`src/common/game_macros.svh`:
```
// screen, sprite and jump geometry for the player controller.
// set-2 scan codes of the game keys and reset tick periods.
`ifndef GAME_MACROS_SVH
`define GAME_MACROS_SVH

// screen and sprite, in pixels.
`define HOR_PIXELS 1024
`define SPRITE_W 48
`define FLOOR_Y 700
`define JUMP_H 58
`define START_X 100

// set-2 scan codes.
`define SCAN_LEFT 8'h1C
`define SCAN_RIGHT 8'h23
`define SCAN_JUMP 8'h29
`define SCAN_BREAK 8'hF0

// tick periods in clock cycles.
`define STEP_PERIOD_RST 250_000
`define JUMP_PERIOD_RST 1_400_000

`endif

```
`src/common/game_pkg.sv`:
```
// shared types of the player controller.
// coordinates, scan bytes, tick periods, velocity, movement states.
package game_pkg;

    // screen coordinate in pixels.
    typedef logic [11:0] coord_t;

    // keyboard scan byte.
    typedef logic [7:0] scan_t;

    // tick period in clock cycles, holds the 1.4M reset value.
    typedef logic [20:0] period_t;

    // vertical speed in pixels per jump tick.
    typedef logic [11:0] velocity_t;

    typedef enum logic [2:0] {
        IDLE,
        GO_LEFT,
        GO_RIGHT,
        JUMP,
        FALL
    } move_state_t;

endpackage

```
`src/hw/key_decoder.sv`:
```
// set-2 scan byte decoder with break prefix tracking.
// keeps hold flags for the left, right and jump keys.
`timescale 1ns/1ps
`include "game_macros.svh"

module key_decoder (
    input  logic            clk,
    input  logic            rst,
    input  logic            scan_valid,
    input  game_pkg::scan_t scan_byte,
    output logic            left_held,
    output logic            right_held,
    output logic            jump_held
);

    logic break_armed;
    logic is_break;

    assign is_break = (scan_byte == `SCAN_BREAK);

    always_ff @(posedge clk) begin
        if (rst) begin
            break_armed <= 1'b0;
            left_held   <= 1'b0;
            right_held  <= 1'b0;
            jump_held   <= 1'b0;
        end else if (scan_valid) begin
            if (is_break) begin
                break_armed <= 1'b1;
            end else begin
                break_armed <= 1'b0; // any other byte consumes the prefix.
                case (scan_byte)
                    `SCAN_LEFT: begin
                        left_held <= !break_armed;
                    end
                    `SCAN_RIGHT: begin
                        right_held <= !break_armed;
                    end
                    `SCAN_JUMP: begin
                        jump_held <= !break_armed;
                    end
                    default: begin
                        // unrelated key leaves the flags.
                    end
                endcase
            end
        end
    end

    // an armed break is consumed by the next non-prefix byte.
    a_break_consumed: assert property (
        @(posedge clk) disable iff (rst)
        break_armed && scan_valid && !is_break |=> !break_armed
    ) else $error("break prefix not consumed by following byte.");

endmodule

```
`src/hw/move_config.sv`:
```
// tick period register block for the movement logic.
// strobe write, combinational read-back.
`timescale 1ns/1ps
`include "game_macros.svh"

module move_config (
    input  logic              clk,
    input  logic              rst,
    input  logic              cfg_wr,
    input  logic              cfg_addr,
    input  game_pkg::period_t cfg_wdata,
    output game_pkg::period_t cfg_rdata,
    output game_pkg::period_t step_period,
    output game_pkg::period_t jump_period
);

    localparam game_pkg::period_t step_rst = game_pkg::period_t'(`STEP_PERIOD_RST);
    localparam game_pkg::period_t jump_rst = game_pkg::period_t'(`JUMP_PERIOD_RST);

    always_ff @(posedge clk) begin
        if (rst) begin
            step_period <= step_rst;
            jump_period <= jump_rst;
        end else if (cfg_wr) begin
            if (cfg_addr) begin
                jump_period <= cfg_wdata;
            end else begin
                step_period <= cfg_wdata;
            end
        end
    end

    // address 0 step, 1 jump.
    assign cfg_rdata = cfg_addr ? jump_period : step_period;

    // zero period would leave the tick counter stuck at terminal count.
    a_period_nonzero: assert property (
        @(posedge clk) disable iff (rst)
        cfg_wr |=> (step_period != '0) && (jump_period != '0)
    ) else $error("tick period written as zero.");

endmodule

```
`src/movement/movement.sv`:
```
// player movement FSM driven by the key hold flags.
// clamped horizontal steps, accelerated jump and fall.
`timescale 1ns/1ps
`include "game_macros.svh"

module movement (
    input  logic              clk,
    input  logic              rst,
    input  logic              left_held,
    input  logic              right_held,
    input  logic              jump_held,
    input  game_pkg::period_t step_period,
    input  game_pkg::period_t jump_period,
    output game_pkg::coord_t  xpos,
    output game_pkg::coord_t  ypos
);

    localparam game_pkg::coord_t x_max   = game_pkg::coord_t'(`HOR_PIXELS - `SPRITE_W);
    localparam game_pkg::coord_t x_start = game_pkg::coord_t'(`START_X);
    localparam game_pkg::coord_t y_floor = game_pkg::coord_t'(`FLOOR_Y);
    localparam game_pkg::coord_t y_apex  = game_pkg::coord_t'(`FLOOR_Y - `JUMP_H);

    game_pkg::move_state_t state;
    game_pkg::move_state_t state_nxt;
    game_pkg::period_t     tick_cnt;
    game_pkg::period_t     tick_cnt_nxt;
    game_pkg::period_t     tick_period;
    game_pkg::coord_t      xpos_nxt;
    game_pkg::coord_t      ypos_nxt;
    game_pkg::velocity_t   velocity;
    game_pkg::velocity_t   velocity_nxt;
    logic                  tick_done;

    // horizontal states use the step period, vertical ones the jump period.
    assign tick_period = ((state == game_pkg::GO_LEFT) || (state == game_pkg::GO_RIGHT)) ?
                         step_period : jump_period;
    assign tick_done   = (tick_cnt == tick_period);

    always_ff @(posedge clk) begin
        if (rst) begin
            state    <= game_pkg::IDLE;
            tick_cnt <= '0;
            xpos     <= x_start;
            ypos     <= y_floor;
            velocity <= '0;
        end else begin
            state    <= state_nxt;
            tick_cnt <= tick_cnt_nxt;
            xpos     <= xpos_nxt;
            ypos     <= ypos_nxt;
            velocity <= velocity_nxt;
        end
    end

    always_comb begin
        state_nxt    = state;
        tick_cnt_nxt = tick_done ? '0 : tick_cnt + 1'b1;
        xpos_nxt     = xpos;
        ypos_nxt     = ypos;
        velocity_nxt = velocity;

        case (state)
            game_pkg::IDLE: begin
                tick_cnt_nxt = '0;
                velocity_nxt = '0;
                // left wins over right, right over jump.
                if (left_held) begin
                    state_nxt = game_pkg::GO_LEFT;
                end else if (right_held) begin
                    state_nxt = game_pkg::GO_RIGHT;
                end else if (jump_held) begin
                    state_nxt = game_pkg::JUMP;
                end
            end

            game_pkg::GO_LEFT: begin
                if (tick_done) begin
                    state_nxt = game_pkg::IDLE;
                    if (xpos != '0) begin
                        xpos_nxt = xpos - 1'b1;
                    end
                end
            end

            game_pkg::GO_RIGHT: begin
                if (tick_done) begin
                    state_nxt = game_pkg::IDLE;
                    if (xpos < x_max) begin
                        xpos_nxt = xpos + 1'b1;
                    end
                end
            end

            game_pkg::JUMP: begin
                if (tick_done) begin
                    if (velocity >= ypos - y_apex) begin
                        ypos_nxt     = y_apex; // apex reached.
                        velocity_nxt = '0;
                        state_nxt    = game_pkg::FALL;
                    end else begin
                        ypos_nxt     = ypos - velocity;
                        velocity_nxt = velocity + 1'b1;
                    end
                end
            end

            game_pkg::FALL: begin
                if (tick_done) begin
                    if (velocity >= y_floor - ypos) begin
                        ypos_nxt  = y_floor; // landed.
                        state_nxt = game_pkg::IDLE;
                    end else begin
                        ypos_nxt     = ypos + velocity;
                        velocity_nxt = velocity + 1'b1;
                    end
                end
            end

            default: begin
                state_nxt = game_pkg::IDLE;
            end
        endcase
    end

    // sprite never leaves the screen horizontally.
    a_xpos_range: assert property (
        @(posedge clk) disable iff (rst)
        xpos <= x_max
    ) else $error("xpos beyond right screen edge.");

    // sprite stays between the apex and the floor.
    a_ypos_range: assert property (
        @(posedge clk) disable iff (rst)
        (ypos >= y_apex) && (ypos <= y_floor)
    ) else $error("ypos outside apex to floor range.");

endmodule

```
`src/hw/game_ctrl_top.sv`:
```
// player controller top level.
// key decoder, period registers and movement FSM.
`timescale 1ns/1ps

module game_ctrl_top (
    input  logic              clk,
    input  logic              rst,
    input  logic              scan_valid,
    input  game_pkg::scan_t   scan_byte,
    input  logic              cfg_wr,
    input  logic              cfg_addr,
    input  game_pkg::period_t cfg_wdata,
    output game_pkg::period_t cfg_rdata,
    output game_pkg::coord_t  xpos,
    output game_pkg::coord_t  ypos
);

    logic              left_held;
    logic              right_held;
    logic              jump_held;
    game_pkg::period_t step_period;
    game_pkg::period_t jump_period;

    key_decoder key_decoder_inst (
        .clk        (clk),
        .rst        (rst),
        .scan_valid (scan_valid),
        .scan_byte  (scan_byte),
        .left_held  (left_held),
        .right_held (right_held),
        .jump_held  (jump_held)
    );

    move_config move_config_inst (
        .clk         (clk),
        .rst         (rst),
        .cfg_wr      (cfg_wr),
        .cfg_addr    (cfg_addr),
        .cfg_wdata   (cfg_wdata),
        .cfg_rdata   (cfg_rdata),
        .step_period (step_period),
        .jump_period (jump_period)
    );

    movement movement_inst (
        .clk         (clk),
        .rst         (rst),
        .left_held   (left_held),
        .right_held  (right_held),
        .jump_held   (jump_held),
        .step_period (step_period),
        .jump_period (jump_period),
        .xpos        (xpos),
        .ypos        (ypos)
    );

endmodule

```
`config.mk`:
```
export PLATFORM = sky130hd
export DESIGN_NAME = game_ctrl_top
export DESIGN_NICKNAME = d
export VERILOG_FILES = /design/src/common/game_pkg.sv /design/src/hw/key_decoder.sv /design/src/hw/move_config.sv /design/src/movement/movement.sv /design/src/hw/game_ctrl_top.sv
export VERILOG_INCLUDE_DIRS = /design/src /design/src/common
export SDC_FILE = /design/constraint.sdc
export NUM_CORES = 1
export LEC_CHECK = 0
export ABC_AREA = 1
export BUFFER_PORTS_ARGS = -buffer_cell sky130_fd_sc_hd__buf_2
export CORE_ASPECT_RATIO = 0.5
export CORE_MARGIN = 1.5
export CORE_UTILIZATION = 40
export DETAILED_ROUTE_END_ITERATION = 12
export GPL_TIMING_DRIVEN = 0
export SYNTH_ARGS = -nofsm -noshare
export SYNTH_HDL_FRONTEND = slang
export SYNTH_SLANG_ARGS = --single-unit
```
`constraint.sdc`:
```
create_clock -name clk -period 4.1 [get_ports clk]
set_clock_uncertainty 0.05 [all_clocks]
set_input_delay 0.41 -clock clk [delete_from_list [all_inputs] [get_ports clk]]
set_output_delay 0.41 -clock clk [all_outputs]
set_load 0.1 [all_outputs]
```
# --- Word-level counts from Yosys, hierarchy flattened ---
# Cells that the tools add are included.
op_classes:
  reduce_logical: 18
  n_bitwise: 2
  n_mux: 27
  n_eq_ne: 20
  n_lt_le_gt_ge: 3
  add_sub_neg: 8
ops:
  columns: ["cell", "n"]
  rows:
  - ["$mux 12", 12]
  - ["$pmux 12 s2", 2]
  - ["$mux 21", 2]
  - ["$pmux 12 s3", 1]
  - ["$add 12x1->12 const B", 2]
  - ["$ge 12x12->1", 2]
  - ["$mux 3", 8]
  - ["$add 21x1->21 const B", 1]
  - ["$eq 21x21->1", 1]
  - ["$eq 8x6->1 const B", 2]
  - ["$ne 2x1->1 const B", 7]
  - ["$add 12x12->12", 1]
  - ["$lt 12x10->1 const B", 1]
  - ["$pmux 3 s4", 1]
  - ["$reduce_and 3->1", 4]
  - ["$reduce_bool 12->1", 1]
  - ["$sub 10x12->12 const A", 1]
  - ["$sub 12x1->12 const B", 1]
  - ["$sub 12x10->12 const B", 1]
  - ["$sub 12x12->12", 1]
  - ["$eq 8x5->1 const B", 1]
  - ["$eq 8x8->1 const B", 1]
  - ["$eq 3x2->1 const B", 2]
  - ["$ne 2x2->1 const B", 3]
  - ["other kinds (16)", 19]
word_totals:
  word_cells: 89
  register_bits: 106
  output_inout_bits: 45
  in_bits: 34

# --- Longest topological paths before layout ---
# Gate-level depths: netlist of run 1.
depth:
  ltp_word: 6
  depth_mapped: 22
  mapped_depth_nobuf: 22

# --- Hierarchy ---
# Synthesis of run 1 repeated with hierarchy kept, for this count alone.
unflattened:
  hier_cells: 1357
  area_unflattened_um2: 8541.9
by_module_without_submodules:
  columns: ["mod", "instances", "seq_area_each_um2", "cells_each", "area_each_um2"]
  rows:
  - ["movement", 1, 1201.2, 1017, 6366.1]
  - ["move_config", 1, 840.8, 284, 1846.8]
  - ["key_decoder", 1, 80.1, 56, 329.1]

# --- Worst setup path before layout of run 1 ---
# Ideal clock, no wire load.
synth_path:
  path_kind: "register -> register"
  start: "register movement_inst.ypos[1]"
  end: "register movement_inst.velocity[3]"
  n_path_buf: 1
  t_arrival_ns: 3.985
  setup_time_ns: 0.132
  stages_incl_launch_ff: 22
  period_less_slack_ns: 4.167
  setup_slack_ns: -0.067
  required_ns: 3.918
  cell_sequence: "dfxtp_1 inv_1 ha_1 nand2_1 nand2_1 nor3_1 nand2_1 nand2_1 o22ai_1 xor2_1 ha_1 a21oi_1 o21ai_0 a21oi_1 nand3_1 nor2_2 inv_2 nand3_1 nand2_1 buf_2 nand2_1 a21oi_1"
synth_between:
  elab_chain_len: 5
  elab_cells_between_ends: 9
synth_rtl:
  columns: ["element", "line", "source"]
  rows:
  - ["start, declared", "movement.sv:15", "output game_pkg::coord_t ypos"]
  - ["start signal, assigned", "movement.sv:44", "ypos <= y_floor;"]
  - ["start signal, assigned", "movement.sv:50", "ypos <= ypos_nxt;"]
  - ["$sub 12x10->12", "movement.sv:96", "if (velocity >= ypos - y_apex) begin"]
  - ["$ge 12x12->1", "movement.sv:96", null]
  - ["$mux 12", "movement.sv:96", null]
  - ["$mux 12", "movement.sv:95", "if (tick_done) begin"]
  - ["$pmux 12 s3", "movement.sv:62", "case (state)"]
  - ["end signal, assigned", "movement.sv:51", "velocity <= velocity_nxt;"]
  - ["end, declared", "movement.sv:30", "game_pkg::velocity_t velocity;"]
# Several ways; a longest one is shown, not always the timed one. The select of a mux whose other input is x is not followed.
# A chain may end at the register's enable or synchronous reset.

# --- Final worst setup path of run 1 ---
layout_path:
  start: "register movement_inst.ypos[7]"
  end: "register movement_inst.velocity[11]"
# The elaborated chain is that of the path after synthesis.

==> out/results.ini, run 1 <==
[place]
hpwl_um = 19400
place_inst = 1610
io_buffers = 77
gp_congestion = 0.921

[hold_path]
min_path_type = in2reg

[critical_path]
path_max_fanout = 10
crit_type = reg2reg
end_kind = register
worstPathRequired_ns = 4.33
cp-start-kind = register
cp.arrival_ns = 3.90

[global_route]
grt_pass1_vias = 8002
track_usage_pct = 24.9
grt_start_max_net_pins = 20
grt_pass1_wl_um = 40900
grt_overflow = 0
grt_antenna_before_repair = 0

[cts]
cts_buffers = 9
cts.sinks = 106
ctsHtreeMaxLevel = 3
clk_pin_slew_ns = 0.08
cts-root-buf = clkbuf_16
insertion_delay_ns = 0.36
cts_tree = done
cts_hold_buf = 0
clk_path_buf_depth = 2

[finish]
fillers = 2106
area_growth_pct = 13.0
fin_nets = 1454
final_cells = 1629
drive_gt1_share_pct = 9.90
layout_commonest_cell = nand2_1
antenna_cells = 0
final_cell_mix = nand2_1, inv_1, nand3_1

[floorplanning]
initial_utilization_pct = 41.1
ioPinCount = 79
rows = 36
die-area_mm2 = 0.0211
die_h_um = 103
die_w_um = 204
core_mm2 = 0.0196

[sta]
min_period_ns = 3.67
setup_violations = 0
maxSlewHeadroom_pct = 26.7
rsz0062_at_grt = false
slew_viol_final = 0
finalCritPeriodShare_pct = 89.6
tns_ns = 0
hold_viol_final = 0
max_clock_freq_ghz = 0.272
worst_slew_pin_slew_ns = 1.10

[pwr]
power_density_mw_per_mm2 = 401
finalPower_mw = 3.66
ir_drop_mv = 0.290
leakagePower_nw = 4.21

[yosys]
synth_cell_types = 41
ys_seq_area_share_pct = 26.3
synthCells = 1267
synth_nets = 1363
netlist_area_mm2 = 0.00808
ys_warn_count = 0
syn_area_per_cell_um2 = 6.37
ys_ff_latch = 106

[route]
drc = 0
vias = 8556
wire_per_inst_um = 15.8
drt_pass1_iterations = 5
ant_nets = 0
via_per_inst = 5.25
drt_iter0_drc = 702
drt-total-wl_um = 25700

[flow_run]
maxCapViolations = 0

[run_status]
status = finished clean

## layout make-up
type                    count  area, um2  share of cell area (%)
inverters                 159        597                    6.54
clock buffers              10        239                    2.62
repair buffers             80        408                    4.47
clock inverters             6       53.8                   0.590
flip-flops and latches    106       2120                    23.3
plain buffers              48        218                    2.39
well taps                 266        333                    3.65
multi-input cells         954       5150                    56.5
## worst paths after layout
kind,from,cells after the start,slack [ns],to
worst max-delay path,movement_inst.ypos[7],17,0.43,movement_inst.velocity[11]
worst min-delay path,cfg_wdata[7],3,0.21,move_config_inst.jump_period[7]
worst max register to register,movement_inst.ypos[7],17,0.43,movement_inst.velocity[11]
worst min register to register,key_decoder_inst.jump_held,2,0.41,key_decoder_inst.jump_held
## power breakdown
group / switching (mW) / total (mW) / internal (mW)
combinational: 1.14 / 1.64 / 0.501
sequential: 0.0493 / 1.12 / 1.08
clock: 0.444 / 0.887 / 0.442
## cell families (layout without fill, tap and decap cells)
group | after synthesis | count (layout) | synth area share [%]
flip-flops | 106 | 106 | 26.3
XOR/XNOR | 58 | 58 | 6.29
buffers and inverters | 207 | 303 | 10.1
AO/OA/AOI/OAI | 235 | 235 | 15.4
adder cells (fa/ha/maj) | 62 | 62 | 9.89
AND/OR/NAND/NOR | 599 | 599 | 32.0
## what timing repair did
item                                   CTS  global route
setup buffers                            0             3
endpoints found under the hold margin    0             0
setup endpoints to repair                0            21
resized for setup                        0             5
## metrics by stage
step | hold slack, ns | instance area, um2 | util, % | worst slack [ns]
floorplan | 0.380 | 8080 | - | 0.259
global placement | 0.398 | 8790 | 44.8 | 0.0553
detailed placement | 0.404 | 8790 | 44.8 | 0.0520
CTS | 0.210 | 9090 | 46.3 | 0.0329
global route | 0.215 | 9130 | 46.5 | 0.0538
finish | 0.208 | 9130 | 46.5 | 0.426
## state kept, by name, summed over array words and instances, names as in the netlist
register and count:
key_decoder_inst.break_armed 1, key_decoder_inst.jump_held 1, key_decoder_inst.left_held 1, key_decoder_inst.right_held 1, move_config_inst.jump_period 21, move_config_inst.step_period 21, movement_inst.state 3, movement_inst.tick_cnt 21
movement_inst.velocity 12, movement_inst.xpos 12, movement_inst.ypos 12
## routing by layer
layer	global-route usage, %	up-vias	routed length, um
met5	0	-	0
met4	8.31	0	641
met1	32.6	3957	12300
met3	3.35	36	1150
met2	42.7	224	11600
li1	-	4339	-
## synthesized netlist by cell type, drive strengths merged
cell    number  share of area [%]
fa           3               0.74
xnor2        7               0.76
o21a         1              0.093
o221ai       1               0.11
ha          59                9.1
o41ai        1               0.11
or4          1              0.093
xor2        51                5.5
nor3b        1              0.093
nor4         4               0.31
nand2      308                 14
o21ai      108                6.7
clkbuf      31                1.4
clkinv       1              0.046
a31oi       10               0.77
nor2       110                5.4
buf         17                1.2
nor3        20                1.2
nand3      120                7.7
o22ai        2               0.15
dfxtp      106                 26
a21o         3               0.28
or2          3               0.23
a22o         1               0.11
a21oi       94                5.8
o211ai      12                1.1
nand4       32                2.5
o31ai        1              0.093
inv        158                7.3
o21bai       1              0.093
## critical path, stage by stage (launching register included)
cell	delay [ns]
dfxtp_1	0.42
clkbuf_1	0.30
inv_1	0.11
nor2_1	0.18
inv_1	0.08
o41ai_1	0.37
xor2_1	0.21
ha_1	0.27
a21oi_1	0.14
o21ai_0	0.13
a21oi_1	0.14
nand3_1	0.14
nor2_4	0.22
inv_2	0.13
nand3_1	0.16
buf_2	0.25
nand3_1	0.11
a21oi_1	0.16
Note: power is estimated with default switching activity, not from simulation.
==> run 2: changes to the inputs <==
CORE_UTILIZATION = 45   (was 40)
clock period = 4.4 ns   (was 4.1 ns; I/O delays follow)
==> run 2 against run 1 <==
  * Total power decreased by 7.2%
  * Setup slack improved by 0.017 ns
  * Routed wire length is 1.5% lower
  * Largest cell class unchanged
  * Largest power group unchanged
  * Highest routed layer unchanged
==> out/results.ini, run 2 (same netlist as run 1, synthesis figures left out) <==
[run_status]
status = finished clean

[floorplanning]
core_mm2 = 0.0175
initial_utilization_pct = 46.2
die_w_um = 192
rows = 34
ioPinCount = 79
die-area_mm2 = 0.0188
die_h_um = 97.7

[finish]
antenna_cells = 0
drive_gt1_share_pct = 9.49
fillers = 1797
fin_nets = 1451
multi_input_area_mm2 = 0.00515
regArea_mm2 = 0.00212
layout_commonest_cell = nand2_1
post-route-util_pct = 51.8
largestRegisters = move_config_inst.jump_period x21, move_config_inst.step_period x21, movement_inst.tick_cnt x21
final_cell_mix = nand2_1, inv_1, nand3_1
area_growth_pct = 12.1

[critical_path]
crit_type = reg2reg
cp.arrival_ns = 4.19
path_max_fanout = 10
worstPathRequired_ns = 4.63
cp-start-kind = register
end_kind = register

[sta]
rsz0062_at_grt = false
maxSlewHeadroom_pct = 31.1
hold_viol_final = 0
slew_viol_final = 0
worst_slew_pin_slew_ns = 1.03
min_period_ns = 3.96
hold-worst-slack_ns = 0.247
finalCritPeriodShare_pct = 89.9
max_clock_freq_ghz = 0.253
setup_violations = 0
tns_ns = 0
worst_slack_ns = 0.442

[cts]
cts_buffers = 9
clk_pin_slew_ns = 0.09
cts.sinks = 106
clk_path_buf_depth = 2
ctsHtreeMaxLevel = 3
insertion_delay_ns = 0.36
cts_hold_buf = 0
postCtsSetupBuffers = 0
cts-resized-gates = 0
cts_tree = done
cts-root-buf = clkbuf_16

[global_route]
grt_antenna_before_repair = 0
grt_overflow = 0
grt_start_max_net_pins = 20
grt_pass1_wl_um = 40300
grt_pass1_vias = 7899
track_usage_pct = 27.3

[place]
pre_cts_slack_ns = 0.0664
hpwl_um = 19000
gp_congestion = 0.894
io_buffers = 77

[flow_run]
maxCapViolations = 0

[route]
drt_iter0_drc = 637
drc = 0
drt-total-wl_um = 25400
ant_nets = 0
wire_per_inst_um = 15.9
drt_pass1_iterations = 5
vias = 8585
via_per_inst = 5.39

[pwr]
ir_drop_mv = 0.228
finalPower_mw = 3.39
leakagePower_nw = 4.19
power_density_mw_per_mm2 = 375

[hold_path]
min_path_type = in2reg

## run 2: through the flow
| step | cells | instance area (um2) |
|---|---|---|
| after floorplan | 1267 | 8080 |
| after global placement | 1578 | 8750 |
| after detailed placement | 1578 | 8750 |
| after CTS | 1594 | 9040 |
| after global routing | 1594 | 9050 |
| final | 1594 | 9050 |
## run 2: worst max-delay path, cell delays in order, from the launching register on
cell     delay [ns]
dfxtp_1        0.48
inv_1          0.20
ha_1           0.23
nand2_1        0.06
nand2_1        0.09
nor3_2         0.26
nand2_1        0.09
nand2_1        0.12
o22ai_1        0.10
xor2_1         0.17
ha_1           0.30
a21oi_1        0.16
o21ai_0        0.13
a21oi_1        0.14
nand3_1        0.13
nor2_4         0.30
inv_2          0.18
nand3_1        0.17
buf_2          0.26
nand3_1        0.10
a21oi_1        0.16
## run 2: cell type report
class	instances	share of cell area, %
clock inverter	7	0.664
inverter	159	6.60
clock buffer	9	2.49
multi-input combinational	954	56.9
tap	234	3.24
sequential	106	23.5
buffer	48	2.39
timing repair buffer	77	4.26
## run 2: final timing paths
check / to / from / cells past startpoint / slack (ns)
min: move_config_inst.jump_period[16] / cfg_wdata[16] / 3 / 0.25
min reg2reg: key_decoder_inst.jump_held / key_decoder_inst.jump_held / 2 / 0.41
max: movement_inst.velocity[4] / movement_inst.ypos[1] / 20 / 0.44
max reg2reg: movement_inst.velocity[4] / movement_inst.ypos[1] / 20 / 0.44
## run 2: routing by layer
layer | routed length, um | track usage (%)
met1 | 12100 | 36.7
met2 | 11700 | 46.4
met3 | 1330 | 4.33
met4 | 264 | 5.37
met5 | 0 | 0
## run 2: report_power, final
part / switching [mW] / internal (mW)
combinational: 1.07 / 0.466
sequential: 0.0459 / 1.00
clock: 0.418 / 0.395
